File: src/cpuPkg.sv
package cpuPkg;

	localparam int wordSize = 16;
	localparam int numRegs = 4;

	localparam logic [3:0] opBne = 4'd0;
	localparam logic [3:0] opBeq = 4'd1;
	localparam logic [3:0] opBgz = 4'd2;
	localparam logic [3:0] opBlz = 4'd3;
	localparam logic [3:0] opAdi = 4'd4;
	localparam logic [3:0] opOri = 4'd5;
	localparam logic [3:0] opLhi = 4'd6;
	localparam logic [3:0] opLwd = 4'd7;
	localparam logic [3:0] opSwd = 4'd8;
	localparam logic [3:0] opJmp = 4'd9;
	localparam logic [3:0] opJal = 4'd10;
	localparam logic [3:0] opRtype = 4'd15;

	localparam logic [5:0] fnAdd = 6'd0;
	localparam logic [5:0] fnSub = 6'd1;
	localparam logic [5:0] fnAnd = 6'd2;
	localparam logic [5:0] fnOrr = 6'd3;
	localparam logic [5:0] fnNot = 6'd4;
	localparam logic [5:0] fnTcp = 6'd5;
	localparam logic [5:0] fnShl = 6'd6;
	localparam logic [5:0] fnShr = 6'd7;
	localparam logic [5:0] fnJpr = 6'd25;
	localparam logic [5:0] fnJrl = 6'd26;

	localparam logic [3:0] aluAdd = 4'd0;
	localparam logic [3:0] aluSub = 4'd1;
	localparam logic [3:0] aluAnd = 4'd2;
	localparam logic [3:0] aluOr = 4'd3;
	localparam logic [3:0] aluNot = 4'd4;
	localparam logic [3:0] aluTcp = 4'd5;
	localparam logic [3:0] aluShl = 4'd6;
	localparam logic [3:0] aluShr = 4'd7;
	localparam logic [3:0] aluZero = 4'd8;

	// Sequencer phases.
	localparam logic [1:0] stFetch = 2'd0;
	localparam logic [1:0] stExec = 2'd1;
	localparam logic [1:0] stMem = 2'd2;

	typedef union packed {
		struct packed {
			logic [3:0] opcode;
			logic [1:0] rs;
			logic [1:0] rt;
			logic [1:0] rd;
			logic [5:0] func;
		} rFmt;
		struct packed {
			logic [3:0] opcode;
			logic [1:0] rs;
			logic [1:0] rt;
			logic [7:0] imm;
		} iFmt;
		struct packed {
			logic [3:0] opcode;
			logic [11:0] target;
		} jFmt;
	} instrWord;

endpackage

File: src/ctrlIf.sv
`timescale 1ns/100ps

interface ctrlIf;
	cpuPkg::instrWord instr;
	logic jump;
	logic jumpReg; // JPR and JRL.
	logic branch;
	logic link;
	logic memToReg;
	logic memRead;
	logic memWrite;
	logic regDst;
	logic regWrite;
	logic aluSrc;
	logic [3:0] aluOp;

	modport decoder (
		input instr,
		output jump, jumpReg, branch, link, memToReg, memRead, memWrite,
		output regDst, regWrite, aluSrc, aluOp
	);

	modport path (
		output instr,
		input jump, jumpReg, branch, link, memToReg, memRead, memWrite,
		input regDst, regWrite, aluSrc, aluOp
	);
endinterface

File: src/controlUnit.sv
`timescale 1ns/100ps

module controlUnit (
	ctrlIf.decoder ctrl
);

	always_comb begin
		ctrl.jump = 1'b0;
		ctrl.jumpReg = 1'b0;
		ctrl.branch = 1'b0;
		ctrl.link = 1'b0;
		ctrl.memToReg = 1'b0;
		ctrl.memRead = 1'b0;
		ctrl.memWrite = 1'b0;
		ctrl.regDst = 1'b0;
		ctrl.regWrite = 1'b0;
		ctrl.aluSrc = 1'b0;
		ctrl.aluOp = cpuPkg::aluZero;

		case (ctrl.instr.rFmt.opcode)
			cpuPkg::opRtype: begin
				ctrl.regDst = 1'b1;
				ctrl.regWrite = 1'b1;
				case (ctrl.instr.rFmt.func)
					cpuPkg::fnAdd: ctrl.aluOp = cpuPkg::aluAdd;
					cpuPkg::fnSub: ctrl.aluOp = cpuPkg::aluSub;
					cpuPkg::fnAnd: ctrl.aluOp = cpuPkg::aluAnd;
					cpuPkg::fnOrr: ctrl.aluOp = cpuPkg::aluOr;
					cpuPkg::fnNot: ctrl.aluOp = cpuPkg::aluNot;
					cpuPkg::fnTcp: ctrl.aluOp = cpuPkg::aluTcp;
					cpuPkg::fnShl: ctrl.aluOp = cpuPkg::aluShl;
					cpuPkg::fnShr: ctrl.aluOp = cpuPkg::aluShr;
					cpuPkg::fnJpr: begin
						ctrl.jump = 1'b1;
						ctrl.jumpReg = 1'b1;
						ctrl.regDst = 1'b0;
						ctrl.regWrite = 1'b0;
					end
					cpuPkg::fnJrl: begin
						ctrl.jump = 1'b1;
						ctrl.jumpReg = 1'b1;
						ctrl.link = 1'b1; // Links into rd.
					end
					default: begin
						ctrl.regDst = 1'b0;
						ctrl.regWrite = 1'b0;
					end
				endcase
			end
			cpuPkg::opAdi: begin
				ctrl.regWrite = 1'b1;
				ctrl.aluSrc = 1'b1;
				ctrl.aluOp = cpuPkg::aluAdd;
			end
			cpuPkg::opOri: begin
				ctrl.regWrite = 1'b1;
				ctrl.aluSrc = 1'b1;
				ctrl.aluOp = cpuPkg::aluOr;
			end
			cpuPkg::opLhi: begin
				ctrl.regWrite = 1'b1;
				ctrl.memToReg = 1'b1; // Upper immediate without memRead.
			end
			cpuPkg::opLwd: begin
				ctrl.regWrite = 1'b1;
				ctrl.memToReg = 1'b1;
				ctrl.memRead = 1'b1;
				ctrl.aluSrc = 1'b1;
				ctrl.aluOp = cpuPkg::aluAdd;
			end
			cpuPkg::opSwd: begin
				ctrl.memWrite = 1'b1;
				ctrl.aluSrc = 1'b1;
				ctrl.aluOp = cpuPkg::aluAdd;
			end
			cpuPkg::opBne, cpuPkg::opBeq, cpuPkg::opBgz, cpuPkg::opBlz: begin
				ctrl.branch = 1'b1;
				ctrl.aluOp = cpuPkg::aluSub; // Compare rs with rt.
			end
			cpuPkg::opJmp: ctrl.jump = 1'b1;
			cpuPkg::opJal: begin
				ctrl.jump = 1'b1;
				ctrl.link = 1'b1;
				ctrl.regWrite = 1'b1;
			end
			default: ; // Unknown encodings are no-ops.
		endcase
	end

endmodule

File: src/flat_wrapper.sv
// flat-port wrapper written by rule: the top's interface ports become plain ports
module controlUnit_flat 
  (ctrl_instr, ctrl_jump, ctrl_jumpReg, ctrl_branch, ctrl_link, ctrl_memToReg, ctrl_memRead, ctrl_memWrite, ctrl_regDst, ctrl_regWrite, ctrl_aluSrc, ctrl_aluOp);
  ctrlIf ctrl_i ();
  input wire logic [$bits(ctrl_i.instr)-1:0] ctrl_instr;
  output wire logic [$bits(ctrl_i.jump)-1:0] ctrl_jump;
  output wire logic [$bits(ctrl_i.jumpReg)-1:0] ctrl_jumpReg;
  output wire logic [$bits(ctrl_i.branch)-1:0] ctrl_branch;
  output wire logic [$bits(ctrl_i.link)-1:0] ctrl_link;
  output wire logic [$bits(ctrl_i.memToReg)-1:0] ctrl_memToReg;
  output wire logic [$bits(ctrl_i.memRead)-1:0] ctrl_memRead;
  output wire logic [$bits(ctrl_i.memWrite)-1:0] ctrl_memWrite;
  output wire logic [$bits(ctrl_i.regDst)-1:0] ctrl_regDst;
  output wire logic [$bits(ctrl_i.regWrite)-1:0] ctrl_regWrite;
  output wire logic [$bits(ctrl_i.aluSrc)-1:0] ctrl_aluSrc;
  output wire logic [$bits(ctrl_i.aluOp)-1:0] ctrl_aluOp;
  assign ctrl_i.instr = ctrl_instr;
  assign ctrl_jump = ctrl_i.jump;
  assign ctrl_jumpReg = ctrl_i.jumpReg;
  assign ctrl_branch = ctrl_i.branch;
  assign ctrl_link = ctrl_i.link;
  assign ctrl_memToReg = ctrl_i.memToReg;
  assign ctrl_memRead = ctrl_i.memRead;
  assign ctrl_memWrite = ctrl_i.memWrite;
  assign ctrl_regDst = ctrl_i.regDst;
  assign ctrl_regWrite = ctrl_i.regWrite;
  assign ctrl_aluSrc = ctrl_i.aluSrc;
  assign ctrl_aluOp = ctrl_i.aluOp;
  controlUnit u_core (.ctrl(ctrl_i));
endmodule
File: config.mk
export PLATFORM = sky130hd
export DESIGN_NAME = controlUnit_flat
export DESIGN_NICKNAME = d
export VERILOG_FILES = /design/src/cpuPkg.sv /design/src/ctrlIf.sv /design/src/controlUnit.sv /design/src/flat_wrapper.sv
export SDC_FILE = /design/constraint.sdc
export NUM_CORES = 1
export LEC_CHECK = 0
export BUFFER_PORTS_ARGS = -buffer_cell sky130_fd_sc_hd__buf_2
export CAP_MARGIN = 20
export CELL_PAD_IN_SITES_DETAIL_PLACEMENT = 0
export CELL_PAD_IN_SITES_GLOBAL_PLACEMENT = 2
export CORE_MARGIN = 1
export CORE_UTILIZATION = 16
export DETAILED_ROUTE_END_ITERATION = 6
export PLACE_DENSITY = 0.95
export RECOVER_POWER = 100
export SYNTH_ARGS = -nofsm -noshare
export SYNTH_HDL_FRONTEND = slang
export SYNTH_SLANG_ARGS = --single-unit
export TNS_END_PERCENT = 30
File: constraint.sdc
create_clock -name vclk -period 2.5
set_clock_uncertainty 0.2 [all_clocks]
set_input_delay 0.5 -clock vclk [all_inputs]
set_output_delay 0.5 -clock vclk [all_outputs]
set_load 0.01 [all_outputs]
# Word-level counts from Yosys, hierarchy flattened
# Cells that the tools add are included.
# totals
reg_bits	0
latch_bits	0
ram_bits	0
rom_bits	0
inputBits	16
out_inout_bits	14
elab_cells	45
mem_count	0
# classes
n_addsub	0
mul	0
div	0
n_lt_le_gt_ge	0
n_eq_ne	20
shift	0
n_mux	15
n_bitwise	0
n_reduce_logical	10
# op_table
cell	count
case mux 4 bit (8 select lines)	1
== test 6 x 3 -> 1 bit (second input constant)	4
== test 4 x 3 -> 1 bit (second input constant)	4
== test 4 bit (second input constant)	4
case mux 4 bit (4 select lines)	1
== test 6 x 2 -> 1 bit (second input constant)	2
== test 6 x 5 -> 1 bit (second input constant)	2
two-way mux 1 bit	10
OR reduction 9 bit	1
== test 4 x 2 -> 1 bit (second input constant)	2
OR reduction 4 bit	2
== test 6 x 1 -> 1 bit (second input constant)	1
logical NOT 6 bit	1
case mux 1 bit (2 select lines)	3
OR reduction 2 bit	3
OR reduction 5 bit	1
== test 4 x 1 -> 1 bit (second input constant)	1
logical NOT 4 bit	1
OR reduction 3 bit	1

# Longest topological paths before layout
# Gate-level depths: netlist (run 1).
# logic_depth
ltp_word	4
ltp_mapped	4
depth_no_buf	3

# Worst setup path before layout (run 1)
# Ideal clock, no wire load.
# synth_path
path_type	input to output
start	input port ctrl_instr[13]
end	output port ctrl_jump
arrival_ns	1.469
t_required_ns	1.800
slack_ns	0.331
cell_stages	4
path_buffers	1
cell_sequence	buf_4 > nand4_1 > nor4_1 > a211o_1
# synth_via
elab_chain_len	3
word_cells_on_any_way	5
classes_between	3 x eq/ne; 1 x mux; 1 x reduce/logical
# synth_lines
item	line	text
from (decl)	flat_wrapper.sv:5	input wire logic [$bits(ctrl_i.instr)-1:0] ctrl_instr;
== test 4 bit	controlUnit.sv:20	case (ctrl.instr.rFmt.opcode)
OR reduction 2 bit (no line)	n/a	
case mux 1 bit (2 select lines) (*)	controlUnit.sv:20	
to (decl)	flat_wrapper.sv:6	output wire logic [$bits(ctrl_i.jump)-1:0] ctrl_jump;
# Every way passes the cells marked *; elsewhere a longest branch is shown, timed or not.

# Worst setup path in the final report (run 1)
# layout_path
start	input port ctrl_instr[0]
end	output port ctrl_regWrite
# layout_via
elab_chain_len	4
word_cells_on_any_way	12
classes_between	8 x eq/ne; 2 x mux; 2 x reduce/logical
# layout_lines
item	line	text
== test 6 x 5 -> 1 bit (tied with other cells)	controlUnit.sv:24	case (ctrl.instr.rFmt.func)
OR reduction 9 bit (no line) (*)	n/a	
two-way mux 1 bit (*)	controlUnit.sv:24	
case mux 1 bit (2 select lines) (*)	controlUnit.sv:20	
to (decl)	flat_wrapper.sv:14	output wire logic [$bits(ctrl_i.regWrite)-1:0] ctrl_regWrite;
# Marked as above.

==> results, run 1 <==
- For this run, the number of Yosys warnings is 0.
- The analysis attributes to net switching a power of around 0.033 mW.
- STA puts the critical path data arrival time at 1600 ps.
- For the pin with the worst max-slew slack, the measured transition is 372 ps.
- Derived from the worst setup path, the maximum achievable clock frequency is approximately 440 MHz.
- The worst stage delay on the critical path is 370 ps.
- Of the total power, combinational logic draws 1.000.
- The required time of the critical path is about 1800 ps.
- Yosys attributes the largest share of cell area to nor2_1 (10%), nand2_1 (8.5%), a21oi_1 (5.7%), buf_2 (5.7%), nand4_1 (4.7%).
- The worst hold margin is approximately 1100 ps.
- The share of total power dissipated in sequential elements is 0.
- The post-synthesis area per instance is roughly 6.0 um2.
- The hold path startpoint is ctrl_instr[2].
- The worst min-delay path category is in -> out.
- The count of cells along the worst hold path is 4.
- The total power divided by cell area is ~150 nW/um2.
- Global routing finished with a remaining overflow of 0.
- STA classifies the critical path endpoint as an output pin.
- The number of vias in the routed layout is about 390.
- Summing internal, switching and leakage power gives around 0.055 mW.
- Setup repair after global routing left no endpoint under its margin.
- The share of synthesized area in the top cell type comes to 0.0995.
- Once detail routing completed, the nets flagged for antenna violations numbered 0.
- The worst-case IR drop observed on VDD is 0.0000375 V.
- The core area is 1520 um2.
- The switching fraction of total power is 0.598.
- On the critical path, the stage with the largest delay is an instance of or3b_1.
- The number of input and output port buffers inserted is 24.
- The number of setup buffers added after CTS is 0.
- Clock buffers in the final layout number 0.
- The internal power of the cells totals roughly 0.022 mW.
- The final hold violation count is 0.
- The run finished with clean final reports.
- The clock period minus final worst setup slack is 2300 ps.
- Entering global routing, the biggest net connects 13 pins.
- The aggregate routed wire length is 854 um.
- The final sequential cell count is 0.
- The remaining routing DRC violations is 0.
- The effective utilization at floorplan is 0.173.
- The final setup violation count is 0.
- The share of total power dissipated in the clock network is 0.
- The cell family contributing the most delay on the critical path is compound AO/OA/AOI/OAI gates.
- Dividing the final minimum period by the clock period gives 0.919.
- The first global-routing pass estimated around 1300 um of wire.
- Max-cap violations in this run came to 0.
- The share of final-layout standard cells stronger than drive strength 1 is 0.246.
- The worst hold path endpoint is ctrl_aluOp[2].
- The max-slew violation total from the final report was 0.
- The startpoint type of the worst setup path is a primary input.
- The via count of the first global-routing pass is 320.
- For this run, the register share of the synthesized area comes to 0.
- Traced cell by cell, the critical path runs through buf_2 > or3b_1 > o21ba_1 > o31ai_2 > clkbuf_1.
- The first-pass iteration count of the detailed router is 2.
- The average wire per cell in the routed design is between 10 and 15 um.
- Counting every instance in the synthesized netlist gives between 40 and 50.
- The end-of-flow core utilization is 0.245.
- Along the worst path, the maximum fanout reaches 4.
- After routing the design area is around 370 um2.
- The die area is 1820 um2.
- The leakage power total is approximately 0.16 nW.
- After detailed routing, the number of vias per cell comes to between 4 and 5.
- The post-detailed-placement half-perimeter wirelength is between 700 and 800 um.
- The number of antenna violations at the first check in global routing is 0.
- The final antenna diode count is 0.
- The post-synthesis to final-layout area growth is 41.2%.
- The last weighted congestion value of the routability-driven placer is approximately 0.72.
- At the end of the flow, the number of nets in the layout was 83.
- The number of nets produced by synthesis is 60.
- Fill cells in the final layout number between 150 and 200.
- Measured against its own limit, the worst slew margin works out to 0.749.
- The total area of sequential cells is 0 um2.
- The die is 42.6 um wide.
- The placement-stage cell area is slightly below 400 um2.
- The floorplan step set the die height to roughly 43 um.
- The setup path with the least slack is of type in -> out.
- The number of buffers inserted for hold repair after clock tree synthesis is 0.
- The total standard cell area after synthesis is ~260 um2.
- Yosys mapped the design onto 27 distinct sky130hd cell types.
- After clock tree synthesis, the repair step resized 0 gates.
- The global-route total usage across every layer is 0.0876.
- The first-iteration detailed-routing DRC count is 4.
- Counting both buffers and inverters, the worst setup path holds a total of 2.
- For this design the top-level I/O count stands at 30.
- The final setup TNS is 0 ps.
- In this run the core area contains 14 standard-cell rows.
- The cell type contributing the most total cell area after synthesis is nor2_1.
synth_stat cells, drive strengths merged:
cell	instances
a211o	1
a21oi	3
a221oi	1
and2	1
and3	2
buf	4
inv	1
nand2	6
nand3b	1
nand4	2
nand4b	1
nor2	7
nor2b	1
nor3	1
nor3b	1
nor4	1
nor4bb	1
o21ai	3
o21ba	1
o31ai	1
o32ai	1
o41ai	1
or3b	1
xnor2	1
tightest hold or removal path, cell delays in order:
cell     delay, ps
buf_2          100
nand2_1         50
nor2_1          30
buf_2          120
cell type report:
| cell class | instances | area [um2] | area share |
|---|---|---|---|
| inverters | 1 | 3.75 | 0.0101 |
| multi-input cells | 39 | 238 | 0.638 |
| well taps | 16 | 20.0 | 0.0537 |
| repair buffers | 25 | 111 | 0.299 |
worst max path at each step:
stage	slack (ps)	depth (start not counted)	end	from
6_report	200	5	ctrl_regWrite	ctrl_instr[0]
3_3_place_gp	210	5	ctrl_regWrite	ctrl_instr[0]
4_1_cts	200	5	ctrl_regWrite	ctrl_instr[0]
5_1_grt	140	5	ctrl_regWrite	ctrl_instr[15]
2_1_floorplan	330	4	ctrl_jump	ctrl_instr[13]
3_5_place_dp	220	5	ctrl_regWrite	ctrl_instr[0]
cell families after synthesis:
kind of cell           synth area share
AND/OR/NAND/NOR                   0.536
AO/OA/AOI/OAI                     0.332
buffers and inverters            0.0995
XOR/XNOR                         0.0332
layout by cell type (no fill, tap or decap), types with 2 or more instances in the layout:
cell type	synthesis	layout
buf_2	3	14
clkbuf_1	0	11
nor2_1	7	7
nand2_1	6	6
a21oi_1	3	3
o21ai_0	1	2
nand4_1	2	2
per-stage QoR:
stage / setup slack [ps] / instances
after floorplan: 331 / 44
after global placement: 211 / 81
after detailed placement: 217 / 81
after CTS: 201 / 81
after global routing: 143 / 81
final: 202 / 81
power by group through the flow:
stage | combinational [mW] | sequential [mW] | clock (mW)
final | 0.0552 | 0 | 0
after global routing | 0.0616 | 0 | 0
after CTS | 0.0581 | 0 | 0
after detailed placement | 0.0577 | 0 | 0
after global placement | 0.0578 | 0 | 0
after floorplan | 0.0355 | 0 | 0
per-layer routing:
metal	global-route usage	up-vias	routed length, um	part of all wire
li1	-	209	-	-
met1	0.115	168	415	0.49
met2	0.155	12	378	0.44
met3	0.0172	0	61	0.071
met4	0	0	0	0
met5	0	-	0	0
(Power assumes the default switching activity.)
==> inputs of run 2 (changes only) <==
--- a/config.mk
+++ b/config.mk
@@ -13,7 +13,6 @@
 export CORE_UTILIZATION = 16
 export DETAILED_ROUTE_END_ITERATION = 6
 export PLACE_DENSITY = 0.95
-export RECOVER_POWER = 100
 export SYNTH_ARGS = -nofsm -noshare
 export SYNTH_HDL_FRONTEND = slang
 export SYNTH_SLANG_ARGS = --single-unit
==> run 2 against run 1 <==
Against the previous run: hold slack hardly changed; sequential share of layout area stayed put; critical endpoint unchanged; design area is 4.4% higher; combinational power is 4.5% higher; largest cell class unchanged; die area stayed put; core utilization is 1.1 points higher; count of clock-buffer cells in the layout stayed put; highest routed layer unchanged; wire length is 1.4% higher; non-clock buffer count stayed put; power is 4.6% higher.
==> results, run 2 (same netlist as run 1, synthesis figures left out) <==
- The die span in y is between 40 and 50 um.
- The aggregate routed wire length is 866 um.
- The worst hold path passes through 4 cells.
- The end-of-flow core utilization is 0.255.
- Traced cell by cell, the critical path runs through buf_2 > or3b_1 > o21ba_1 > o31ai_2 > buf_2.
- The final antenna diode count is 0.
- Data arrives at the worst endpoint at 1580 ps.
- The core region is 1520 um2.
- The count of buffers added on input and output ports is 24.
- Setup repair after global routing left no endpoint under its margin.
- Hold is met by between 1000 and 1500 ps.
- The total grt overflow is 0.
- Of the total power, the share spent switching nets is 0.573.
- The peak fanout along the critical path is 4.
- The maximum frequency from static timing analysis is approximately 440 MHz.
- The die is between 40 and 50 um wide.
- At the worst endpoint, the required time is about 1800 ps.
- The relative contribution of the clock network to total power is 0.
- The max-slew violation total from the final report is 0.
- The leakage power total is between 0.2 and 0.25 nW.
- STA classifies the critical path endpoint as an output pin.
- At the end of routability-driven placement, the weighted congestion stood at around 0.72.
- The global-route total usage across every layer is 0.0876.
- The min-delay analysis places its worst path in the category in -> out.
- The total power after layout is ~0.058 mW.
- The global-route met3 utilization is 0.0172.
- In the final layout, flip-flops and latches occupy 0 um2.
- The via count of the first global-routing pass is between 300 and 400.
- The first-pass iteration count of the detailed router is 2.
- After clock tree synthesis, the setup repair step added 0 buffers.
- After clock tree synthesis, the repair step resized 0 gates.
- The final antenna-violating net count is 0.
- In this run, placement finished with an instance count of between 80 and 90.
- The first-iteration detailed-routing DRC count is 1.
- For met1 alone, demand over resource in global routing was 0.115.
- The remaining routing DRC violations is 0.
- The final hold violation count is 0.
- The initialized floorplan defines 14 standard-cell rows.
- The final setup TNS is 0 ps.
- The actual slew at the worst max-slew pin is roughly 410 ps.
- The share of total power dissipated in sequential elements is 0.
- The met2 usage is 0.155.
- The share of the cycle needed by the critical path after routing is 0.914.
- In this design, the stage delay of the slowest critical-path cell is roughly 370 ps.
- The number of clock buffer instances in the layout is 0.
- The clock period minus final worst setup slack is between 2000 and 2500 ps.
- Buffers inserted to repair hold after CTS numbered 0.
- The combinational group share of total power is 1.000.
- The global routing stage identified its most utilized layer as met2.
- For this run, the post-layout net count is 83.
- In this run the tightest slew margin relative to its limit is 0.729.
- From synthesis to final layout, the design area changed by 47.4%.
- The tool flagged a number of max-cap violations equal to 0.
- The number of vias per cell is roughly 4.8.
- There are 0 flip-flops and latches.
- 30 I/O pins were placed.
- The largest net degree at the start of global routing is 13.
- The startpoint type of the worst setup path is a primary input.
- The flow ran to the end, and the final reports show no timing, DRC or antenna violations.
- The number of antenna violations at the first check in global routing is 0.
- The commonest non-fill, non-tap cell in the layout is buf_2.
- The average wire per cell in the routed design is roughly 11 um.
- Summed over all nets, the half-perimeter wirelength after detailed placement is just over 700 um.
- The total power divided by cell area is 148 nW/um2.
- The die covers approximately 1800 um2.
- The effective utilization at floorplan is 0.173.
- The first global-routing pass estimated roughly 1300 um of wire.
- The startpoint-to-endpoint class of the critical path is in -> out.
- Setup violations remaining at the end of the flow were counted as 0.
- The hold path startpoint is ctrl_instr[2].
- The top cell types in the final layout, fill and taps aside, are buf_2 (24), nor2_1 (7), nand2_1 (6).
- The worst hold path endpoint is ctrl_aluOp[2].
- The maximum resistive drop on vdd is 0.0000421 V.
- The number of non-filler instances in the completed layout is 81.
- The detailed router placed 387 vias in this run.
- Cell internal power was estimated by the tool at between 0.02 and 0.025 mW.
- Summed over all nets, the switching power comes to roughly 0.033 mW.
- Among the stages of the critical path, the cell type that occurs most often is buf_2.
- Among all stages on the critical path, the largest delay is contributed by or3b_1.
- The share of final-layout standard cells stronger than drive strength 1 is 0.415.
run 2: cell types whose count changed in the layout (fill, tap and decap cells not counted):
cell / before / now
buf_2: 14 / 24
o21ai_0: 2 / 1
o21ai_1: 1 / 2
buf_4: 0 / 1
clkbuf_1: 11 / 0
run 2: power groups by stage:
stage          Combinational, mW  Clock (mW)  Sequential [mW]
3_5_place_dp              0.0577           0                0
4_1_cts                   0.0581           0                0
2_1_floorplan             0.0355           0                0
6_report                  0.0577           0                0
5_1_grt                   0.0642           0                0
3_3_place_gp              0.0578           0                0
run 2: worst max path at each step:
| stage | slack, ps | end | cells past startpoint | startpoint |
|---|---|---|---|---|
| after global routing | 170 | ctrl_regWrite | 5 | ctrl_instr[15] |
| after CTS | 200 | ctrl_regWrite | 5 | ctrl_instr[0] |
| after detailed placement | 220 | ctrl_regWrite | 5 | ctrl_instr[0] |
| after floorplan | 330 | ctrl_jump | 4 | ctrl_instr[13] |
| after global placement | 210 | ctrl_regWrite | 5 | ctrl_instr[0] |
| final | 220 | ctrl_regWrite | 5 | ctrl_instr[0] |
run 2: cell type report:
type / count / area, um2
fillers: 181 / 1130
inverters: 1 / 3.75
multi-input cells: 39 / 238
well taps: 16 / 20.0
repair buffers: 25 / 128
run 2: worst max-delay path: cells and delay by family:
| kind | cells | cell delay [ps] |
|---|---|---|
| simple gates | 1 | 370 |
| compound gates | 2 | 420 |
| buf+inv | 2 | 280 |
run 2: per-layer routing:
layer	vias to the layer above	routed length [um]
li1	209	-
met1	166	432
met2	12	378
met3	0	55
met4	0	0
met5	-	0
run 2: stage by stage:
stage / worst slack [ps] / cell area (um2)
2_1_floorplan: 331 / 264
3_3_place_gp: 211 / 389
3_5_place_dp: 217 / 389
4_1_cts: 201 / 389
5_1_grt: 173 / 389
6_report: 216 / 389
